$ cat config.mk
export PLATFORM = sky130hd
export DESIGN_NAME = lc3Top
export DESIGN_NICKNAME = d
export VERILOG_FILES = /design/src/design/lc3Pkg.sv /design/src/design/lc3RegFile.sv /design/src/design/lc3Control.sv /design/src/design/lc3Datapath.sv /design/src/design/lc3Top.sv
export SDC_FILE = /design/constraint.sdc
export NUM_CORES = 1
export LEC_CHECK = 0
export ABC_AREA = 1
export BUFFER_PORTS_ARGS = -buffer_cell sky130_fd_sc_hd__buf_2
export CELL_PAD_IN_SITES_DETAIL_PLACEMENT = 1
export CELL_PAD_IN_SITES_GLOBAL_PLACEMENT = 1
export CORE_UTILIZATION = 35
export CTS_CLUSTER_DIAMETER = 80
export CTS_CLUSTER_SIZE = 10
export DETAILED_ROUTE_END_ITERATION = 6
export GPL_TIMING_DRIVEN = 0
export PLACE_DENSITY = 0.81
export SLEW_MARGIN = 30
export SYNTH_ARGS = -nofsm -noshare
export SYNTH_HDL_FRONTEND = slang
export SYNTH_HIERARCHICAL = 1
export SYNTH_SLANG_ARGS = --single-unit
$ cat constraint.sdc
create_clock -name clk -period 10.5 [get_ports clk]
set_input_delay 1.575 -clock clk [delete_from_list [all_inputs] [get_ports clk]]
set_output_delay 1.575 -clock clk [all_outputs]
set_load 0.01 [all_outputs]
$ cat src/design/lc3Pkg.sv
// shared LC-3 definitions
// widths, opcodes, FSM state type
// bus source, ALU function and mux select types
`default_nettype none

package lc3Pkg;

    // data path sizing
    localparam int wordWidth = 16; // data and address width
    localparam int regCount = 8; // general purpose registers
    localparam int regIdxWidth = 3;

    // opcode field IR[15:12]
    localparam logic [3:0] opBr = 4'b0000;
    localparam logic [3:0] opAdd = 4'b0001;
    localparam logic [3:0] opLd = 4'b0010;
    localparam logic [3:0] opSt = 4'b0011;
    localparam logic [3:0] opJsr = 4'b0100; // IR[11] picks JSR or JSRR
    localparam logic [3:0] opAnd = 4'b0101;
    localparam logic [3:0] opLdr = 4'b0110;
    localparam logic [3:0] opStr = 4'b0111;
    localparam logic [3:0] opNot = 4'b1001;
    localparam logic [3:0] opJmp = 4'b1100; // RET is JMP R7
    localparam logic [3:0] opLea = 4'b1110;

    // FSM states, encoding left to synthesis
    typedef enum logic [4:0] {
        start,
        fetch0, fetch1, fetch2,
        decode,
        aluOp0, // ADD, AND, NOT
        br0,
        ld0, ld1, ld2,
        st0, st1, st2,
        ldr0, ldr1, ldr2,
        str0, str1, str2,
        lea0,
        jmp0,
        jsr0,
        jsrr0
    } lc3State;

    // which source drives the bus
    typedef enum logic [2:0] {
        busNone, // bus idles at zero
        busPc,
        busAddr, // address adder result
        busMdr,
        busAlu
    } busSrc;

    typedef enum logic [1:0] {
        aluPass, // srcA straight through
        aluAdd,
        aluAnd,
        aluNot
    } aluOpSel;

    // PC input select
    typedef enum logic [1:0] {
        pcInc,
        pcAddr,
        pcBus
    } pcSel;

    // offset into the address adder
    typedef enum logic [1:0] {
        offZero,
        off6, // IR[5:0]
        off9, // IR[8:0]
        off11 // IR[10:0]
    } addr2Sel;

endpackage

`default_nettype wire

$ cat src/design/lc3RegFile.sv
// general register file
// async clear, two combinational reads, one write, debug view
`timescale 1ns/1ps
`default_nettype none

module lc3RegFile #(
    parameter int regNum = lc3Pkg::regCount,
    parameter int dataWidth = lc3Pkg::wordWidth,
    localparam int idxWidth = $clog2(regNum)
) (
    input logic clk,
    input logic reset,
    input logic we,
    input logic [idxWidth-1:0] writeIdx,
    input logic [idxWidth-1:0] readIdxA,
    input logic [idxWidth-1:0] readIdxB,
    input logic [dataWidth-1:0] writeData,
    output logic [dataWidth-1:0] readDataA,
    output logic [dataWidth-1:0] readDataB,
    output logic [regNum-1:0][dataWidth-1:0] regView
);

    logic [regNum-1:0][dataWidth-1:0] regs;

    always_ff @(posedge clk or posedge reset)
    begin
        if (reset)
        begin
            regs <= '0; // all registers cleared
        end
        else if (we)
        begin
            regs[writeIdx] <= writeData;
        end
    end

    // reads see old value during a write
    assign readDataA = regs[readIdxA];
    assign readDataB = regs[readIdxB];

    assign regView = regs; // r0..r7 for observation

endmodule

`default_nettype wire

$ cat src/design/lc3Control.sv
// LC-3 control unit
// fetch/decode/execute FSM, Moore outputs per state
// assertions on store strobe and flag inputs
`timescale 1ns/1ps
`default_nettype none

module lc3Control (
    input logic clk,
    input logic reset,
    input logic [lc3Pkg::wordWidth-1:0] ir,
    input logic n,
    input logic z,
    input logic p,
    output lc3Pkg::aluOpSel aluOp,
    output logic [lc3Pkg::regIdxWidth-1:0] sr1,
    output logic [lc3Pkg::regIdxWidth-1:0] sr2,
    output logic [lc3Pkg::regIdxWidth-1:0] dr,
    output lc3Pkg::pcSel pcSelect,
    output logic addr1FromReg,
    output lc3Pkg::addr2Sel addr2Select,
    output lc3Pkg::busSrc busSource,
    output logic regWe,
    output logic flagWe,
    output logic ldPc,
    output logic ldIr,
    output logic ldMar,
    output logic ldMdr,
    output logic mdrFromMem,
    output logic memWe
);
    import lc3Pkg::*;

    lc3State state;
    lc3State nextState;
    lc3State decodedState; // execute state picked in decode
    aluOpSel decodedAlu;
    logic [3:0] opcode;
    logic branchTaken;

    assign opcode = ir[15:12];
    assign branchTaken = (n && ir[11]) || (z && ir[10]) || (p && ir[9]); // nzp mask vs flags

    always_ff @(posedge clk or posedge reset)
    begin
        if (reset)
            state <= start;
        else
            state <= nextState;
    end

    // opcode to first execute state
    always_comb
    begin
        case (opcode)
            opAdd, opAnd, opNot: decodedState = aluOp0;
            opBr: decodedState = br0;
            opLd: decodedState = ld0;
            opSt: decodedState = st0;
            opLdr: decodedState = ldr0;
            opStr: decodedState = str0;
            opLea: decodedState = lea0;
            opJmp: decodedState = jmp0;
            opJsr: decodedState = ir[11] ? jsr0 : jsrr0;
            default: decodedState = fetch0; // unknown opcode returns to fetch
        endcase
    end

    always_comb
    begin
        case (state)
            start: nextState = fetch0;
            fetch0: nextState = fetch1;
            fetch1: nextState = fetch2;
            fetch2: nextState = decode;
            decode: nextState = decodedState;
            ld0: nextState = ld1;
            ld1: nextState = ld2;
            st0: nextState = st1;
            st1: nextState = st2;
            ldr0: nextState = ldr1;
            ldr1: nextState = ldr2;
            str0: nextState = str1;
            str1: nextState = str2;
            default: nextState = fetch0; // last execute state of every instruction
        endcase
    end

    // ALU function straight from opcode
    always_comb
    begin
        case (opcode)
            opAnd: decodedAlu = aluAnd;
            opNot: decodedAlu = aluNot;
            default: decodedAlu = aluAdd;
        endcase
    end

    // multi-bit selects
    always_comb
    begin
        aluOp = aluPass; // st1/str1 rely on pass
        pcSelect = pcAddr; // only fetch1 increments
        addr2Select = offZero; // JMP and JSRR use base alone
        busSource = busNone;
        case (state)
            fetch0: busSource = busPc;
            fetch1: pcSelect = pcInc;
            fetch2: busSource = busMdr;
            aluOp0:
            begin
                aluOp = decodedAlu;
                busSource = busAlu;
            end
            br0: addr2Select = off9;
            ld0, st0, lea0:
            begin
                addr2Select = off9; // PC relative
                busSource = busAddr;
            end
            ldr0, str0:
            begin
                addr2Select = off6; // base plus offset
                busSource = busAddr;
            end
            ld2, ldr2: busSource = busMdr;
            st1, str1: busSource = busAlu;
            jsr0:
            begin
                addr2Select = off11;
                busSource = busPc; // return address to r7
            end
            jsrr0: busSource = busPc;
            default: busSource = busNone;
        endcase
    end

    // register indices from IR fields
    assign sr1 = (state inside {st1, str1}) ? ir[11:9] : ir[8:6]; // store source or base
    assign sr2 = ir[2:0];
    assign dr = (state inside {jsr0, jsrr0}) ? {lc3Pkg::regIdxWidth{1'b1}} : ir[11:9]; // r7 link

    assign addr1FromReg = state inside {ldr0, str0, jmp0, jsrr0};
    assign regWe = state inside {aluOp0, ld2, ldr2, lea0, jsr0, jsrr0};
    assign flagWe = state inside {aluOp0, ld2, ldr2, lea0};
    assign ldPc = (state inside {fetch1, jmp0, jsr0, jsrr0}) || (state == br0 && branchTaken);
    assign ldIr = (state == fetch2);
    assign ldMar = state inside {fetch0, ld0, st0, ldr0, str0};
    assign ldMdr = state inside {fetch1, ld1, ldr1, st1, str1};
    assign mdrFromMem = state inside {fetch1, ld1, ldr1}; // else MDR takes the bus
    assign memWe = state inside {st2, str2};

    // store strobe follows an MDR load from the bus and lasts one cycle
    memWeAfterMdr: assert property (@(posedge clk) disable iff (reset)
        memWe |-> $past(ldMdr && !mdrFromMem) ##1 !memWe);

    // branch test expects at most one flag set
    flagsAtMostOne: assert property (@(posedge clk) disable iff (reset)
        $onehot0({n, z, p}));

endmodule

`default_nettype wire

$ cat src/design/lc3Datapath.sv
// LC-3 datapath
// IR, PC, MAR, MDR, ALU, address adder, bus mux, NZP flags
// holds the register file, assertions on MAR and IR loads
`timescale 1ns/1ps
`default_nettype none

module lc3Datapath #(
    parameter int regNum = lc3Pkg::regCount,
    parameter int dataWidth = lc3Pkg::wordWidth
) (
    input logic clk,
    input logic reset,
    input logic [dataWidth-1:0] memOut,
    input lc3Pkg::aluOpSel aluOp,
    input logic [lc3Pkg::regIdxWidth-1:0] sr1,
    input logic [lc3Pkg::regIdxWidth-1:0] sr2,
    input logic [lc3Pkg::regIdxWidth-1:0] dr,
    input lc3Pkg::pcSel pcSelect,
    input logic addr1FromReg,
    input lc3Pkg::addr2Sel addr2Select,
    input lc3Pkg::busSrc busSource,
    input logic regWe,
    input logic flagWe,
    input logic ldPc,
    input logic ldIr,
    input logic ldMar,
    input logic ldMdr,
    input logic mdrFromMem,
    output logic [dataWidth-1:0] ir,
    output logic [dataWidth-1:0] pc,
    output logic [dataWidth-1:0] mar,
    output logic [dataWidth-1:0] mdr,
    output logic n,
    output logic z,
    output logic p,
    output logic [regNum-1:0][dataWidth-1:0] regView
);
    import lc3Pkg::*;

    logic [dataWidth-1:0] busValue;
    logic [dataWidth-1:0] srcA; // sr1 read port
    logic [dataWidth-1:0] srcB; // sr2 read port
    logic [dataWidth-1:0] operandB; // srcB or imm5
    logic [dataWidth-1:0] aluOut;
    logic [dataWidth-1:0] addrBase;
    logic [dataWidth-1:0] addrOffset;
    logic [dataWidth-1:0] addrSum;
    logic [dataWidth-1:0] pcNext;

    lc3RegFile #(
        .regNum(regNum),
        .dataWidth(dataWidth)
    ) regFile (
        .clk(clk),
        .reset(reset),
        .we(regWe),
        .writeIdx(dr),
        .readIdxA(sr1),
        .readIdxB(sr2),
        .writeData(busValue), // results always arrive over the bus
        .readDataA(srcA),
        .readDataB(srcB),
        .regView(regView)
    );

    // IR[5] picks the immediate form
    assign operandB = ir[5] ? {{(dataWidth-5){ir[4]}}, ir[4:0]} : srcB;

    always_comb
    begin
        case (aluOp)
            aluAdd: aluOut = srcA + operandB;
            aluAnd: aluOut = srcA & operandB;
            aluNot: aluOut = ~srcA;
            default: aluOut = srcA; // pass for stores
        endcase
    end

    // address adder
    assign addrBase = addr1FromReg ? srcA : pc;

    always_comb
    begin
        case (addr2Select)
            off6: addrOffset = {{(dataWidth-6){ir[5]}}, ir[5:0]};
            off9: addrOffset = {{(dataWidth-9){ir[8]}}, ir[8:0]};
            off11: addrOffset = {{(dataWidth-11){ir[10]}}, ir[10:0]};
            default: addrOffset = '0;
        endcase
    end

    assign addrSum = addrBase + addrOffset;

    always_comb
    begin
        case (pcSelect)
            pcInc: pcNext = pc + 1'b1;
            pcAddr: pcNext = addrSum;
            default: pcNext = busValue;
        endcase
    end

    // single bus mux replaces the tri-state bus
    always_comb
    begin
        case (busSource)
            busPc: busValue = pc;
            busAddr: busValue = addrSum;
            busMdr: busValue = mdr;
            busAlu: busValue = aluOut;
            default: busValue = '0;
        endcase
    end

    always_ff @(posedge clk or posedge reset)
    begin
        if (reset)
        begin
            pc <= '0;
            ir <= '0;
            mar <= '0;
            mdr <= '0;
        end
        else
        begin
            if (ldPc)
                pc <= pcNext;
            if (ldIr)
                ir <= busValue;
            if (ldMar)
                mar <= busValue;
            if (ldMdr)
                mdr <= mdrFromMem ? memOut : busValue; // load data or store data
        end
    end

    // condition codes from the value on the bus
    always_ff @(posedge clk or posedge reset)
    begin
        if (reset)
        begin
            n <= 1'b0;
            z <= 1'b0;
            p <= 1'b0;
        end
        else if (flagWe)
        begin
            n <= busValue[dataWidth-1];
            z <= (busValue == '0);
            p <= !busValue[dataWidth-1] && (busValue != '0);
        end
    end

    // MAR only takes the PC or an adder result
    marFromAddress: assert property (@(posedge clk) disable iff (reset)
        ldMar |-> busSource inside {busPc, busAddr});

    // instruction fetch only takes memory data
    irFromMdr: assert property (@(posedge clk) disable iff (reset)
        ldIr |-> busSource == busMdr);

endmodule

`default_nettype wire

$ cat src/design/lc3Top.sv
// LC-3 processor top level
// control unit plus datapath, single cycle memory port
`timescale 1ns/1ps
`default_nettype none

module lc3Top #(
    parameter int regNum = lc3Pkg::regCount,
    parameter int dataWidth = lc3Pkg::wordWidth
) (
    input logic clk,
    input logic reset,
    input logic [dataWidth-1:0] memOut, // read data for mar, same cycle
    output logic memWe,
    output logic [dataWidth-1:0] mar,
    output logic [dataWidth-1:0] mdr,
    output logic [dataWidth-1:0] pc,
    output logic n,
    output logic z,
    output logic p,
    output logic [regNum-1:0][dataWidth-1:0] regView
);
    import lc3Pkg::*;

    logic [dataWidth-1:0] ir;
    aluOpSel aluOp;
    logic [regIdxWidth-1:0] sr1;
    logic [regIdxWidth-1:0] sr2;
    logic [regIdxWidth-1:0] dr;
    pcSel pcSelect;
    addr2Sel addr2Select;
    busSrc busSource;
    logic addr1FromReg;
    logic regWe;
    logic flagWe;
    logic ldPc;
    logic ldIr;
    logic ldMar;
    logic ldMdr;
    logic mdrFromMem;

    lc3Control control (.*); // memWe goes straight to memory

    lc3Datapath #(.regNum(regNum), .dataWidth(dataWidth)) datapath (.*);

endmodule

`default_nettype wire

---- Word level (Yosys, flattened, before mapping) ----
Cells that the tools add are included.
operators by class
  $lt $le $gt $ge ......................... 4
  bitwise gates (word level) .............. 2
  equality and inequality tests ........... 43
  add/sub/neg operators ................... 3
  multiplexer cells ....................... 24
  reductions and logical operators ........ 31
operators with widths
  kind                     count
  $bwmux W128              1
  $bmux W16 S3             2
  $mux W16                 6
  $pmux W16 S3             2
  $pmux W16 S4             1
  $pmux W5 S12             1
  $demux W16 S3            1
  $pmux W5 S9              1
  $eq A5 B4 Y1 const B     8
  $eq A5 B5 Y1 const B     7
  $add A16 B16 Y16         2
  $pmux W16 S2             1
  $eq A5 B3 Y1 const B     4
  $add A16 B1 Y16 const B  1
  $and A16 B16 Y16         1
  $eq A4 B3 Y1 const B     4
  $logic_not A16 Y1        1
  $not A16 Y16             1
  $reduce_bool A16 Y1      1
  $eq A4 B4 Y1 const B     3
  $lt A3 B4 Y1 const B     3
  $pmux W3 S4              1
  $reduce_bool A4 Y1       3
  $reduce_or A3 Y1         4
  other kinds (28)         47
word-level totals
  word-level logic and storage cells ...... 123
  output and inout port bits .............. 180
  bits in registers ....................... 200

---- Logic depth before layout (Yosys ltp) ----
Gate-level depths: netlist of the first run.
  depth after elaboration ................. 10
  mapped depth ............................ 34

---- Hierarchy ----
The synthesis of the first run kept the hierarchy.
by module, submodules not included
  module       cells an instance  area each (um^2)  sequential area each (um^2)  instances
  lc3RegFile   1166               7494.7            3203.1                       1
  lc3Datapath  1018               6202.2            1676.6                       1
  lc3Control   152                829.5             125.1                        1

---- Least setup slack after synthesis of the first run ----
Ideal clock, no wire load.
  path type ............................... reg2reg
  start point ............................. register control.state[3]
  end point ............................... register datapath.regFile.regs, in the netlist datapath/regFile/regView[108]
  setup slack ............................. 6.646 ns
  stages on the path, launching flop included .. 31
  arrival time ............................ 3.726 ns
  period minus slack after synthesis ...... 3.854 ns
  path buffers ............................ 2
  cell sequence ........................... dfrtp_1 > nor2_4 > nand3_1 > o21ai_2 > inv_2 > o21ai_1 > buf_2 > buf_2 > nand2_1 > nand3_1 > nand2_1 > nand2_1 > nand2_1 > nand2_1 > o21ai_0 > ha_1 > fa_1 > nand3_1 > nand2_1 > nand2_1 > nand2_1 > nand2_1 > nand2_1 > nand2_1 > nand3_1 > nand2_1 > nor2_1 > nor2_2 > inv_2 > inv_1 > o21ai_0
between the ends
  longest elaborated chain between the ends .. 9
RTL lines
  what                                              RTL line                              text
  start, declared                                   lc3Control.sv:33                      lc3State state;
  start signal, assigned                            lc3Control.sv:46                      state <= start;
  start signal, assigned                            lc3Control.sv:48                      state <= nextState;
  $eq A5 B4 Y1 or $eq A5 B5 Y1 (tied branches)      lc3Control.sv:138                     assign sr1 = (state inside {st1, str1}) ? ir[11:9] : ir[8:6];
  $reduce_bool A2 Y1 (*)                            lc3Control.sv:138
  $mux W3 (*)                                       lc3Control.sv:138
  named net sr1[0]                                  lc3Top.sv:26                          logic [regIdxWidth-1:0] sr1;
  $bmux W16 S3 (*)                                  lc3RegFile.sv:38                      assign readDataA = regs[readIdxA];
  $mux W16 (implied by the code) (*)                lc3RegFile.sv:38
  named net datapath.srcA[0]                        lc3Datapath.sv:41                     logic [dataWidth-1:0] srcA;
  $add A16 B16 Y16 or $mux W16 (tied branches)      lc3Datapath.sv:72, lc3Datapath.sv:80
  $pmux W16 S3 or $add A16 B16 Y16 (tied branches)  lc3Datapath.sv:71, lc3Datapath.sv:92
  $pmux W16 S4 (*)                                  lc3Datapath.sv:106                    case (busSource)
  named net datapath.busValue[12]                   lc3Datapath.sv:40                     logic [dataWidth-1:0] busValue;
  $bwmux W128 (*)                                   lc3RegFile.sv:33                      regs[writeIdx] <= writeData;
  end signal, assigned by index                     lc3RegFile.sv:33
  end, declared                                     lc3RegFile.sv:23                      logic [regNum-1:0][dataWidth-1:0] regs;
Mark *: on every way through the listed nets, which the timed path passes. The rest lies on a longest branch. The select of a mux whose other input is x is not followed.
A chain may end at the register's enable or synchronous reset.

---- Worst setup path in the final report of the first run ----
  start point ............................. register control.state[3]
  end point ............................... register datapath.regFile.regs, in the netlist datapath/regFile/regView[8]
Same word-level chain as after synthesis.

==> flow_summary.ini, run 1 <==
[route]
vias_per_cell = 5.49
route.vias.total = 17000
drc_errors = 0
detail_route.wl_per_cell_um = 22.0
drt-total-wl_um = 68100
first_iter_violations = 1535
dr.pass1.iters = 5
number_of_nets_with_antenna_violations_after_routing = 0

[timing]
worst-slew-pin-transition_ns = 0.841
setup-violations-final = 0
unrepaired_setup_endpoints_after_global_routing = false
hold_viol_final = 0
finalSetupTns_ns = 0
maximum_operating_frequency_mhz = 163
timing_max_transition_violations_final = 0
layout_min_cycle_time_ns = 6.12
layout_setup_ws_ns = 4.38
worst_slew_margin_rel_pct = 43.7
clock_skew_ns = 0.0241
final_min_period_over_clock_period_pct = 58.3

[logic_synthesis]
mappedNetlistNets = 2386
netlist_instances = 2336
seq_area_frac_synth_pct = 34.5
synth_async_sr_flop_share_pct = 100
postSynth.topFlopCell = sky130_fd_sc_hd__dfrtp_1
yosys_warnings = 6
synth_cell_type_count = 50
post_synth_instance_area_mm2 = 0.0145
postSynthRegisterBits = 200
average_cell_area_after_synthesis_um2 = 6.22
synth-edff-count = 0

[placed_design]
port_buffers = 197
detailedPlace.worstSlack_ns = 4.53
placed_cells_incl_taps = 3067
place.gp.congestion = 0.999
place_hpwl_um = 54000
placedInstanceArea_mm2 = 0.0162

[cts]
cts_max_path_buffers = 2
cts.root.buffer_cell = sky130_fd_sc_hd__clkbuf_16
clk_latency_ns = 0.49
cts_repair_resize_count = 0
postCtsHoldBufs = 0
cts.clk_slew.worst_paths_ns = 0.08
cts_buffers = 17
tritoncts = yes
cts_max_level = 4
cts_setup_buffers = 0
numClockSinks = 200

[worst_setup_path]
cp-endpoint = datapath/regFile/regView[8]
timing.critical_path.to_type = flop
depth_of_the_worst_register_to_register_path = 27
crit_arrival_ns = 6.44
critPathRequiredTime_ns = 10.82
worst_setup_path_start_kind = flop
criticalPathCategory = reg2reg
worst_r2r_src = control/state[3]
critical_path_source = control/state[3]
timing.reg2reg.setup_slack_ns = 4.38
critical_path_maximum_fanout = 10
r2r_end = datapath/regFile/regView[8]

[floorplan]
die_area_mm2 = 0.0423
pin_count = 198
core_area_mm2 = 0.0409
floorplan.die.width_um = 206
initial_core_util_pct = 35.5
floorplan_die_height_um = 206
fp-row-count = 74

[global_routing]
number_of_antenna_violations_at_the_first_check_in_global_routing = 0
globalRouteOverflowTotal = 0
grt_first_pass_wirelength_um = 103000
largest_net_degree_at_the_start_of_global_routing = 89
gr-usage-all-layers_pct = 32.7
first_global_vias = 17500

[cells_and_area]
fin_nets = 2604
commonest_cells_after_routing_fill_and_taps_aside = 871 x sky130_fd_sc_hd__nand2_1, 290 x sky130_fd_sc_hd__inv_1, 247 x sky130_fd_sc_hd__nand3_1
area.growth.synth_to_final_pct = 15.9
fraction_of_layout_instances_using_a_drive_strength_above_1_pct = 13.6
layout.cells.most_common = sky130_fd_sc_hd__nand2_1
final_area_mm2 = 0.0168
fin_cells = 3100

[flow_run]
cap_violations = 0

[worst_hold_path]
hold_class = reg2reg

[run_status]
status = finished clean
[flip-flops by register name, summed over array words and instances, names as in the netlist]
| signal | cells |
|---|---|
| datapath/ir | 16 |
| control/state | 5 |
| datapath/n | 1 |
| datapath/mar | 16 |
| datapath/z | 1 |
| datapath/regFile/regView | 128 |
| datapath/p | 1 |
| datapath/pc | 16 |
| datapath/mdr | 16 |
[layer usage]
layer  wire, um  global-route usage [%]  vias up
met5          0                       0        -
met4       2780                    14.0        0
met3       4870                    6.11      157
met2      30700                    51.6      632
met1      29700                    43.4     8402
li1           -                       -     7827
[worst max-delay path, cell delays in order (launching register included)]
cell and delay (ns):
sky130_fd_sc_hd__dfrtp_1 0.50, sky130_fd_sc_hd__nor2_4 0.21, sky130_fd_sc_hd__nand3_1 0.21, sky130_fd_sc_hd__o21ai_2 0.19
sky130_fd_sc_hd__inv_2 0.12, sky130_fd_sc_hd__nand2_1 0.07, sky130_fd_sc_hd__o21ai_1 0.12, sky130_fd_sc_hd__inv_2 0.23
sky130_fd_sc_hd__clkbuf_1 0.48, sky130_fd_sc_hd__nand2_1 0.12, sky130_fd_sc_hd__nand3_1 0.09, sky130_fd_sc_hd__nand2_1 0.09
sky130_fd_sc_hd__nand2_1 0.14, sky130_fd_sc_hd__nand2_1 0.19, sky130_fd_sc_hd__nand2_1 0.09, sky130_fd_sc_hd__o21ai_0 0.09
sky130_fd_sc_hd__ha_1 0.27, sky130_fd_sc_hd__fa_1 0.45, sky130_fd_sc_hd__nand3_1 0.09, sky130_fd_sc_hd__nand2_1 0.09
sky130_fd_sc_hd__nand2_1 0.10, sky130_fd_sc_hd__nand3_1 0.10, sky130_fd_sc_hd__nand3_1 0.10, sky130_fd_sc_hd__nand2_1 0.08
sky130_fd_sc_hd__a21oi_1 0.57, sky130_fd_sc_hd__inv_1 0.40, sky130_fd_sc_hd__inv_1 0.50, sky130_fd_sc_hd__o21ai_0 0.23
[how the worst min path moves through the flow]
stage | depth (start not counted) | endpoint | startpoint | slack, ns
after global placement | 2 | datapath/regFile/regView[8] | datapath/regFile/regView[8] | 0.49
after CTS | 2 | datapath/regFile/regView[67] | datapath/regFile/regView[67] | 0.52
after floorplan | 2 | datapath/ir[3] | datapath/ir[3] | 0.50
after detailed placement | 1 | datapath/mar[9] | datapath/mar[9] | 0.50
after global routing | 1 | datapath/mar[11] | datapath/mar[11] | 0.53
final | 2 | datapath/regFile/regView[67] | datapath/regFile/regView[67] | 0.52
[cells in the mapped netlist (2+ instances only)]
library cell	count	area share (%)
sky130_fd_sc_hd__a211oi_1	2	0.10
sky130_fd_sc_hd__a21oi_1	67	2.3
sky130_fd_sc_hd__a221oi_1	2	0.12
sky130_fd_sc_hd__a22oi_1	10	0.52
sky130_fd_sc_hd__a31oi_1	7	0.30
sky130_fd_sc_hd__a41oi_1	2	0.12
sky130_fd_sc_hd__and2_1	2	0.086
sky130_fd_sc_hd__buf_1	4	0.10
sky130_fd_sc_hd__buf_2	48	1.7
sky130_fd_sc_hd__buf_4	6	0.31
sky130_fd_sc_hd__clkbuf_1	42	1.1
sky130_fd_sc_hd__clkbuf_2	3	0.10
sky130_fd_sc_hd__clkinv_1	5	0.13
sky130_fd_sc_hd__dfrtp_1	200	34
sky130_fd_sc_hd__fa_1	2	0.28
sky130_fd_sc_hd__ha_1	30	2.6
sky130_fd_sc_hd__inv_1	292	7.5
sky130_fd_sc_hd__inv_2	16	0.41
sky130_fd_sc_hd__mux2_2	4	0.31
sky130_fd_sc_hd__nand2_1	871	23
sky130_fd_sc_hd__nand2_2	10	0.43
sky130_fd_sc_hd__nand2_4	2	0.16
sky130_fd_sc_hd__nand3_1	247	8.5
sky130_fd_sc_hd__nand3_2	3	0.21
sky130_fd_sc_hd__nand3b_1	5	0.26
sky130_fd_sc_hd__nand4_1	13	0.56
sky130_fd_sc_hd__nor2_1	149	3.9
sky130_fd_sc_hd__nor2_2	7	0.30
sky130_fd_sc_hd__nor2_4	4	0.31
sky130_fd_sc_hd__nor3_1	10	0.34
sky130_fd_sc_hd__nor4_1	2	0.086
sky130_fd_sc_hd__o211ai_1	2	0.10
sky130_fd_sc_hd__o21ai_0	199	6.9
sky130_fd_sc_hd__o21ai_1	31	1.1
sky130_fd_sc_hd__o21ai_2	3	0.18
sky130_fd_sc_hd__o21bai_1	3	0.16
sky130_fd_sc_hd__o22ai_1	10	0.43
sky130_fd_sc_hd__or2_2	6	0.26
sky130_fd_sc_hd__xor2_1	4	0.24
[cells by family after synthesis]
kind of cell / synth area share [%]
other: 0.0258
AO/OA/AOI/OAI: 12.6
flip-flops: 34.5
XOR/XNOR: 0.241
multiplexers: 0.310
adder cells (fa/ha/maj): 2.86
buffers and inverters: 11.3
AND/OR/NAND/NOR: 38.2
[per-stage QoR]
| step | utilization [%] | hold slack (ns) |
|---|---|---|
| CTS | 41.1 | 0.521 |
| global route | 41.1 | 0.534 |
| global placement | 39.5 | 0.491 |
| finish | 41.1 | 0.519 |
| floorplan | - | 0.499 |
| detailed placement | 39.7 | 0.500 |
[final cells by class]
class,instances,area (um^2)
tap,532,666
antenna,1,2.50
timing repair buffer,199,1030
inverter,313,1180
sequential,200,5000
clock inverter,13,154
buffer,103,473
multi-input combinational,1720,7880
fill,5616,24100
clock buffer,19,433
Power of run 1 is not shown: default switching activity piles up to over one toggle a cycle in this logic, so the estimate is an artifact.
==> run 2, diff against run 1 <==
PLACE_DENSITY = 0.84   (was 0.81)
clock period = 5.6 ns   (was 10.5 ns; I/O delays follow)
==> flow_summary.ini, run 2 (synthesis gave the netlist of run 1 again) <==
[run_status]
status = finished clean

[placed_design]
place_hpwl_um = 54700
place.gp.congestion = 0.963
port_buffers = 197

[worst_setup_path]
crit_path_frequent_cell = sky130_fd_sc_hd__nand2_1
crit_arrival_ns = 5.66
critical_path_maximum_fanout = 10
worst_setup_path_start_kind = flop
worst_r2r_src = control/state[1]
criticalPathCategory = reg2reg
depth_of_the_worst_register_to_register_path = 28
timing.reg2reg.setup_slack_ns = 0.28
biggest_cell_delay_along_the_critical_path_ns = 0.55
critical_path_source = control/state[1]
r2r_end = datapath/regFile/regView[24]
timing.critical_path.to_type = flop
slowest_stage = sky130_fd_sc_hd__dfrtp_1
critPathTopFamily = simple AND/OR/NAND/NOR gates
path_buf_inv = 5
critPathRequiredTime_ns = 5.93

[floorplan]
initial_core_util_pct = 35.5
fp-row-count = 74
core_area_mm2 = 0.0409
die_area_mm2 = 0.0423
floorplan_die_height_um = 206
pin_count = 198
floorplan.die.width_um = 206

[cts]
tritoncts = yes
cts.root.buffer_cell = sky130_fd_sc_hd__clkbuf_16
numClockSinks = 200
cts.clk_slew.worst_paths_ns = 0.08
cts_max_path_buffers = 2
cts_max_level = 4
cts_buffers = 17
clk_latency_ns = 0.49

[route]
drc_errors = 0
vias_per_cell = 5.53
first_iter_violations = 1537
dr.pass1.iters = 5
detail_route.wl_per_cell_um = 22.3
number_of_nets_with_antenna_violations_after_routing = 0
drt-total-wl_um = 69100
route.vias.total = 17200

[cells_and_area]
layout.cells.most_common = sky130_fd_sc_hd__nand2_1
fraction_of_layout_instances_using_a_drive_strength_above_1_pct = 14.5
commonest_cells_after_routing_fill_and_taps_aside = 869 x sky130_fd_sc_hd__nand2_1, 286 x sky130_fd_sc_hd__inv_1, 245 x sky130_fd_sc_hd__nand3_1
area.growth.synth_to_final_pct = 16.7
fin_nets = 2609
fillers = 5595
multi_input_comb_area_mm2 = 0.00791
largest_reg_flops = 128
finalCoreUtilization_pct = 41.4
seqCellArea_mm2 = 0.00501

[timing]
setup-violations-final = 0
clock_skew_ns = 0.0263
whs_ns = 0.330
timing_max_transition_violations_final = 0
hold_viol_final = 0
final_min_period_over_clock_period_pct = 95.0
worst-slew-pin-transition_ns = 1.02
maximum_operating_frequency_mhz = 188
layout_min_cycle_time_ns = 5.32
worst_slew_margin_rel_pct = 31.0

[global_routing]
first_global_vias = 17300
globalRouteOverflowTotal = 0
largest_net_degree_at_the_start_of_global_routing = 84
grt_first_pass_wirelength_um = 105000
gr-usage-all-layers_pct = 33.2
number_of_antenna_violations_at_the_first_check_in_global_routing = 1

[flow_run]
cap_violations = 0

[worst_hold_path]
hold_class = in2async
[run 2: changes by cell type in the layout (fill, tap and decap cells not counted), sizes merged]
cell	before	now
clkinvlp	2	4
clkinv	9	11
clkbuf	64	65
buf	257	260
inv	314	311
[run 2: worst max-delay path by stage]
stage | to | slack, ns | cells past startpoint
after floorplan | datapath/regFile/regView[0] | 1.35 | 1
after detailed placement | datapath/regFile/regView[24] | -0.16 | 27
after global placement | datapath/regFile/regView[54] | -0.26 | 2
final | datapath/regFile/regView[24] | 0.28 | 28
after CTS | datapath/regFile/regView[25] | 0.02 | 25
after global routing | datapath/regFile/regView[92] | -0.02 | 33
[run 2: metrics by stage]
step                instance area, um^2  instances  setup slack [ns]  TNS (ns)
floorplan                         14500       2336              1.35         0
global placement                  16200       3065            -0.258    -32.31
detailed placement                16200       3067            -0.165     -2.29
CTS                               16900       3101            0.0154         0
global route                      17000       3104           -0.0222   -0.0507
finish                            17000       3105             0.277         0
[run 2: routing by layer]
layer | GRT usage, % | routed length (um) | up-vias
met5 | 0 | 13 | -
met4 | 13.6 | 2730 | 2
li1 | - | - | 7838
met3 | 6.24 | 4580 | 139
met1 | 44.8 | 30600 | 8580
met2 | 52.0 | 31200 | 613
[run 2: cell type report]
| class | count | area share (%) |
|---|---|---|
| multi-input combinational | 1720 | 46.6 |
| sequential | 200 | 29.5 |
| inverter | 313 | 7.09 |
| timing repair buffer | 204 | 6.32 |
| tap | 532 | 3.93 |
| buffer | 103 | 2.89 |
| clock buffer | 18 | 2.59 |
| clock inverter | 14 | 1.03 |
| antenna | 1 | 0.0148 |
[run 2: repair_timing]
action / CTS / global route
hold buffers: 0 / 0
buffers inserted: 2 / 3
gates resized for setup: 6 / 23
setup endpoints to repair: 28 / 98
Power of run 2 is left out for the same reason.
==> run 3, diff against run 2 <==
--- a/config.mk
+++ b/config.mk
@@ -15,5 +15,5 @@
 export DETAILED_ROUTE_END_ITERATION = 6
 export GPL_TIMING_DRIVEN = 0
-export PLACE_DENSITY = 0.84
+export PLACE_DENSITY_LB_ADDON = 0.1
 export SLEW_MARGIN = 30
 export SYNTH_ARGS = -nofsm -noshare
==> constraint.sdc (replaced) <==
create_clock -name clk -period 5.6 [get_ports clk]
set_input_delay 0.84 -clock clk [delete_from_list [all_inputs] [get_ports clk]]
set_output_delay 0.84 -clock clk [all_outputs]
set_load 0.02 [all_outputs]
==> flow_summary.ini, run 3 (synthesis gave the netlist of run 1 again) <==
[route]
first_iter_violations = 1433
number_of_nets_with_antenna_violations_after_routing = 0
drt-total-wl_um = 72200
route.vias.total = 16900
detail_route.wl_per_cell_um = 23.3
dr.pass1.iters = 5
vias_per_cell = 5.46
drc_errors = 0

[timing]
final_min_period_over_clock_period_pct = 95.2
setup-violations-final = 0
layout_min_cycle_time_ns = 5.33
unrepaired_setup_endpoints_after_global_routing = false
worst-slew-pin-transition_ns = 0.880
clock_skew_ns = 0.0168
maximum_operating_frequency_mhz = 188
whs_ns = 0.316
worst_slew_margin_rel_pct = 41.1
timing_max_transition_violations_final = 0
hold_viol_final = 0
layout_setup_ws_ns = 0.268

[worst_setup_path]
criticalPathCategory = reg2reg
crit_arrival_ns = 5.69
biggest_cell_delay_along_the_critical_path_ns = 0.48
critical_path_maximum_fanout = 10
depth_of_the_worst_register_to_register_path = 27
worst_setup_path_start_kind = flop
crit_path_frequent_cell = sky130_fd_sc_hd__nand2_1
critPathRequiredTime_ns = 5.95
timing.critical_path.to_type = flop
timing.reg2reg.setup_slack_ns = 0.27
r2r_end = datapath/regFile/regView[104]
slowest_stage = sky130_fd_sc_hd__dfrtp_2
worst_r2r_src = control/state[3]

[placed_design]
place_hpwl_um = 57700
detailedPlace.worstSlack_ns = -0.418
place.gp.congestion = 0.969
placed_cells_incl_taps = 3067
placedInstanceArea_mm2 = 0.0162
port_buffers = 197

[cts]
numClockSinks = 200
cts.clk_slew.worst_paths_ns = 0.08
cts_max_path_buffers = 2
tritoncts = yes
cts_buffers = 17
cts.root.buffer_cell = sky130_fd_sc_hd__clkbuf_16
clk_latency_ns = 0.50
cts_max_level = 4

[cells_and_area]
fraction_of_layout_instances_using_a_drive_strength_above_1_pct = 14.8
fin_cells = 3103
largest_reg_flops = 128
fillers = 5586
area.growth.synth_to_final_pct = 16.7
multi_input_comb_area_mm2 = 0.00793
final_area_mm2 = 0.0170
commonest_cells_after_routing_fill_and_taps_aside = 868 x sky130_fd_sc_hd__nand2_1, 283 x sky130_fd_sc_hd__inv_1, 243 x sky130_fd_sc_hd__nand3_1
antenna-diode-count = 0
layout.cells.most_common = sky130_fd_sc_hd__nand2_1
seqCellArea_mm2 = 0.00501
fin_nets = 2608

[run_status]
status = finished clean

[floorplan]
floorplan.die.width_um = 206
fp-row-count = 74
pin_count = 198
core_area_mm2 = 0.0409
die_area_mm2 = 0.0423
floorplan_die_height_um = 206
initial_core_util_pct = 35.5

[flow_run]
cap_violations = 0

[global_routing]
gr-usage-all-layers_pct = 34.9
largest_net_degree_at_the_start_of_global_routing = 72
number_of_antenna_violations_at_the_first_check_in_global_routing = 4
grt_first_pass_wirelength_um = 107000
first_global_vias = 16800
globalRouteOverflowTotal = 0

[worst_hold_path]
hold_class = in2async
-- run 3: timing repair --
item / in CTS / in global routing
endpoints found under the setup margin: 43 / 117
hold buffers: 0 / 0
setup buffers: 3 / 1
gates resized for setup: 12 / 32
pin swaps: 0 / 0
-- run 3: how the worst max path moves through the flow --
stage | start | endpoint | slack [ns] | cells past startpoint
global placement | reset | datapath/regFile/regView[5] | -0.59 | 2
detailed placement | control/state[3] | datapath/regFile/regView[104] | -0.42 | 27
finish | control/state[3] | datapath/regFile/regView[104] | 0.27 | 27
floorplan | reset | datapath/regFile/regView[0] | 1.35 | 1
global route | control/state[3] | datapath/regFile/regView[76] | 0.02 | 30
CTS | control/state[3] | datapath/regFile/regView[60] | 0.05 | 31
-- run 3: critical path: cells and delay by family, from the launching register on --
kind,cells,cell delay [ns]
buffers and inverters,6,1.48
adder cells (fa/ha/maj),1,0.41
flip-flops,1,0.48
AND/OR/NAND/NOR,15,1.73
AO/OA/AOI/OAI,5,1.06
-- run 3: metal layers --
layer	wire length (um)	GRT usage, %	up-vias
met2	30500	50.4	616
met5	0	0	-
met4	2400	13.4	0
met3	5180	7.16	111
li1	-	-	7827
met1	34100	50.4	8374
-- run 3: layout make-up --
| cell class | count | area share [%] |
|---|---|---|
| Tap cell | 532 | 3.93 |
| Sequential cell | 200 | 29.5 |
| Inverter | 313 | 7.16 |
| Buffer | 103 | 2.94 |
| Multi-Input combinational cell | 1720 | 46.8 |
| Clock buffer | 19 | 2.61 |
| Timing Repair Buffer | 203 | 6.27 |
| Clock inverter | 13 | 0.790 |
-- run 3: metrics by stage --
stage	setup TNS (ns)	utilization [%]
CTS	0	41.2
detailed placement	-6.41	39.7
floorplan	0	-
global route	0	41.4
global placement	-75.22	39.5
finish	0	41.4
Power of run 3 is left out for the same reason.
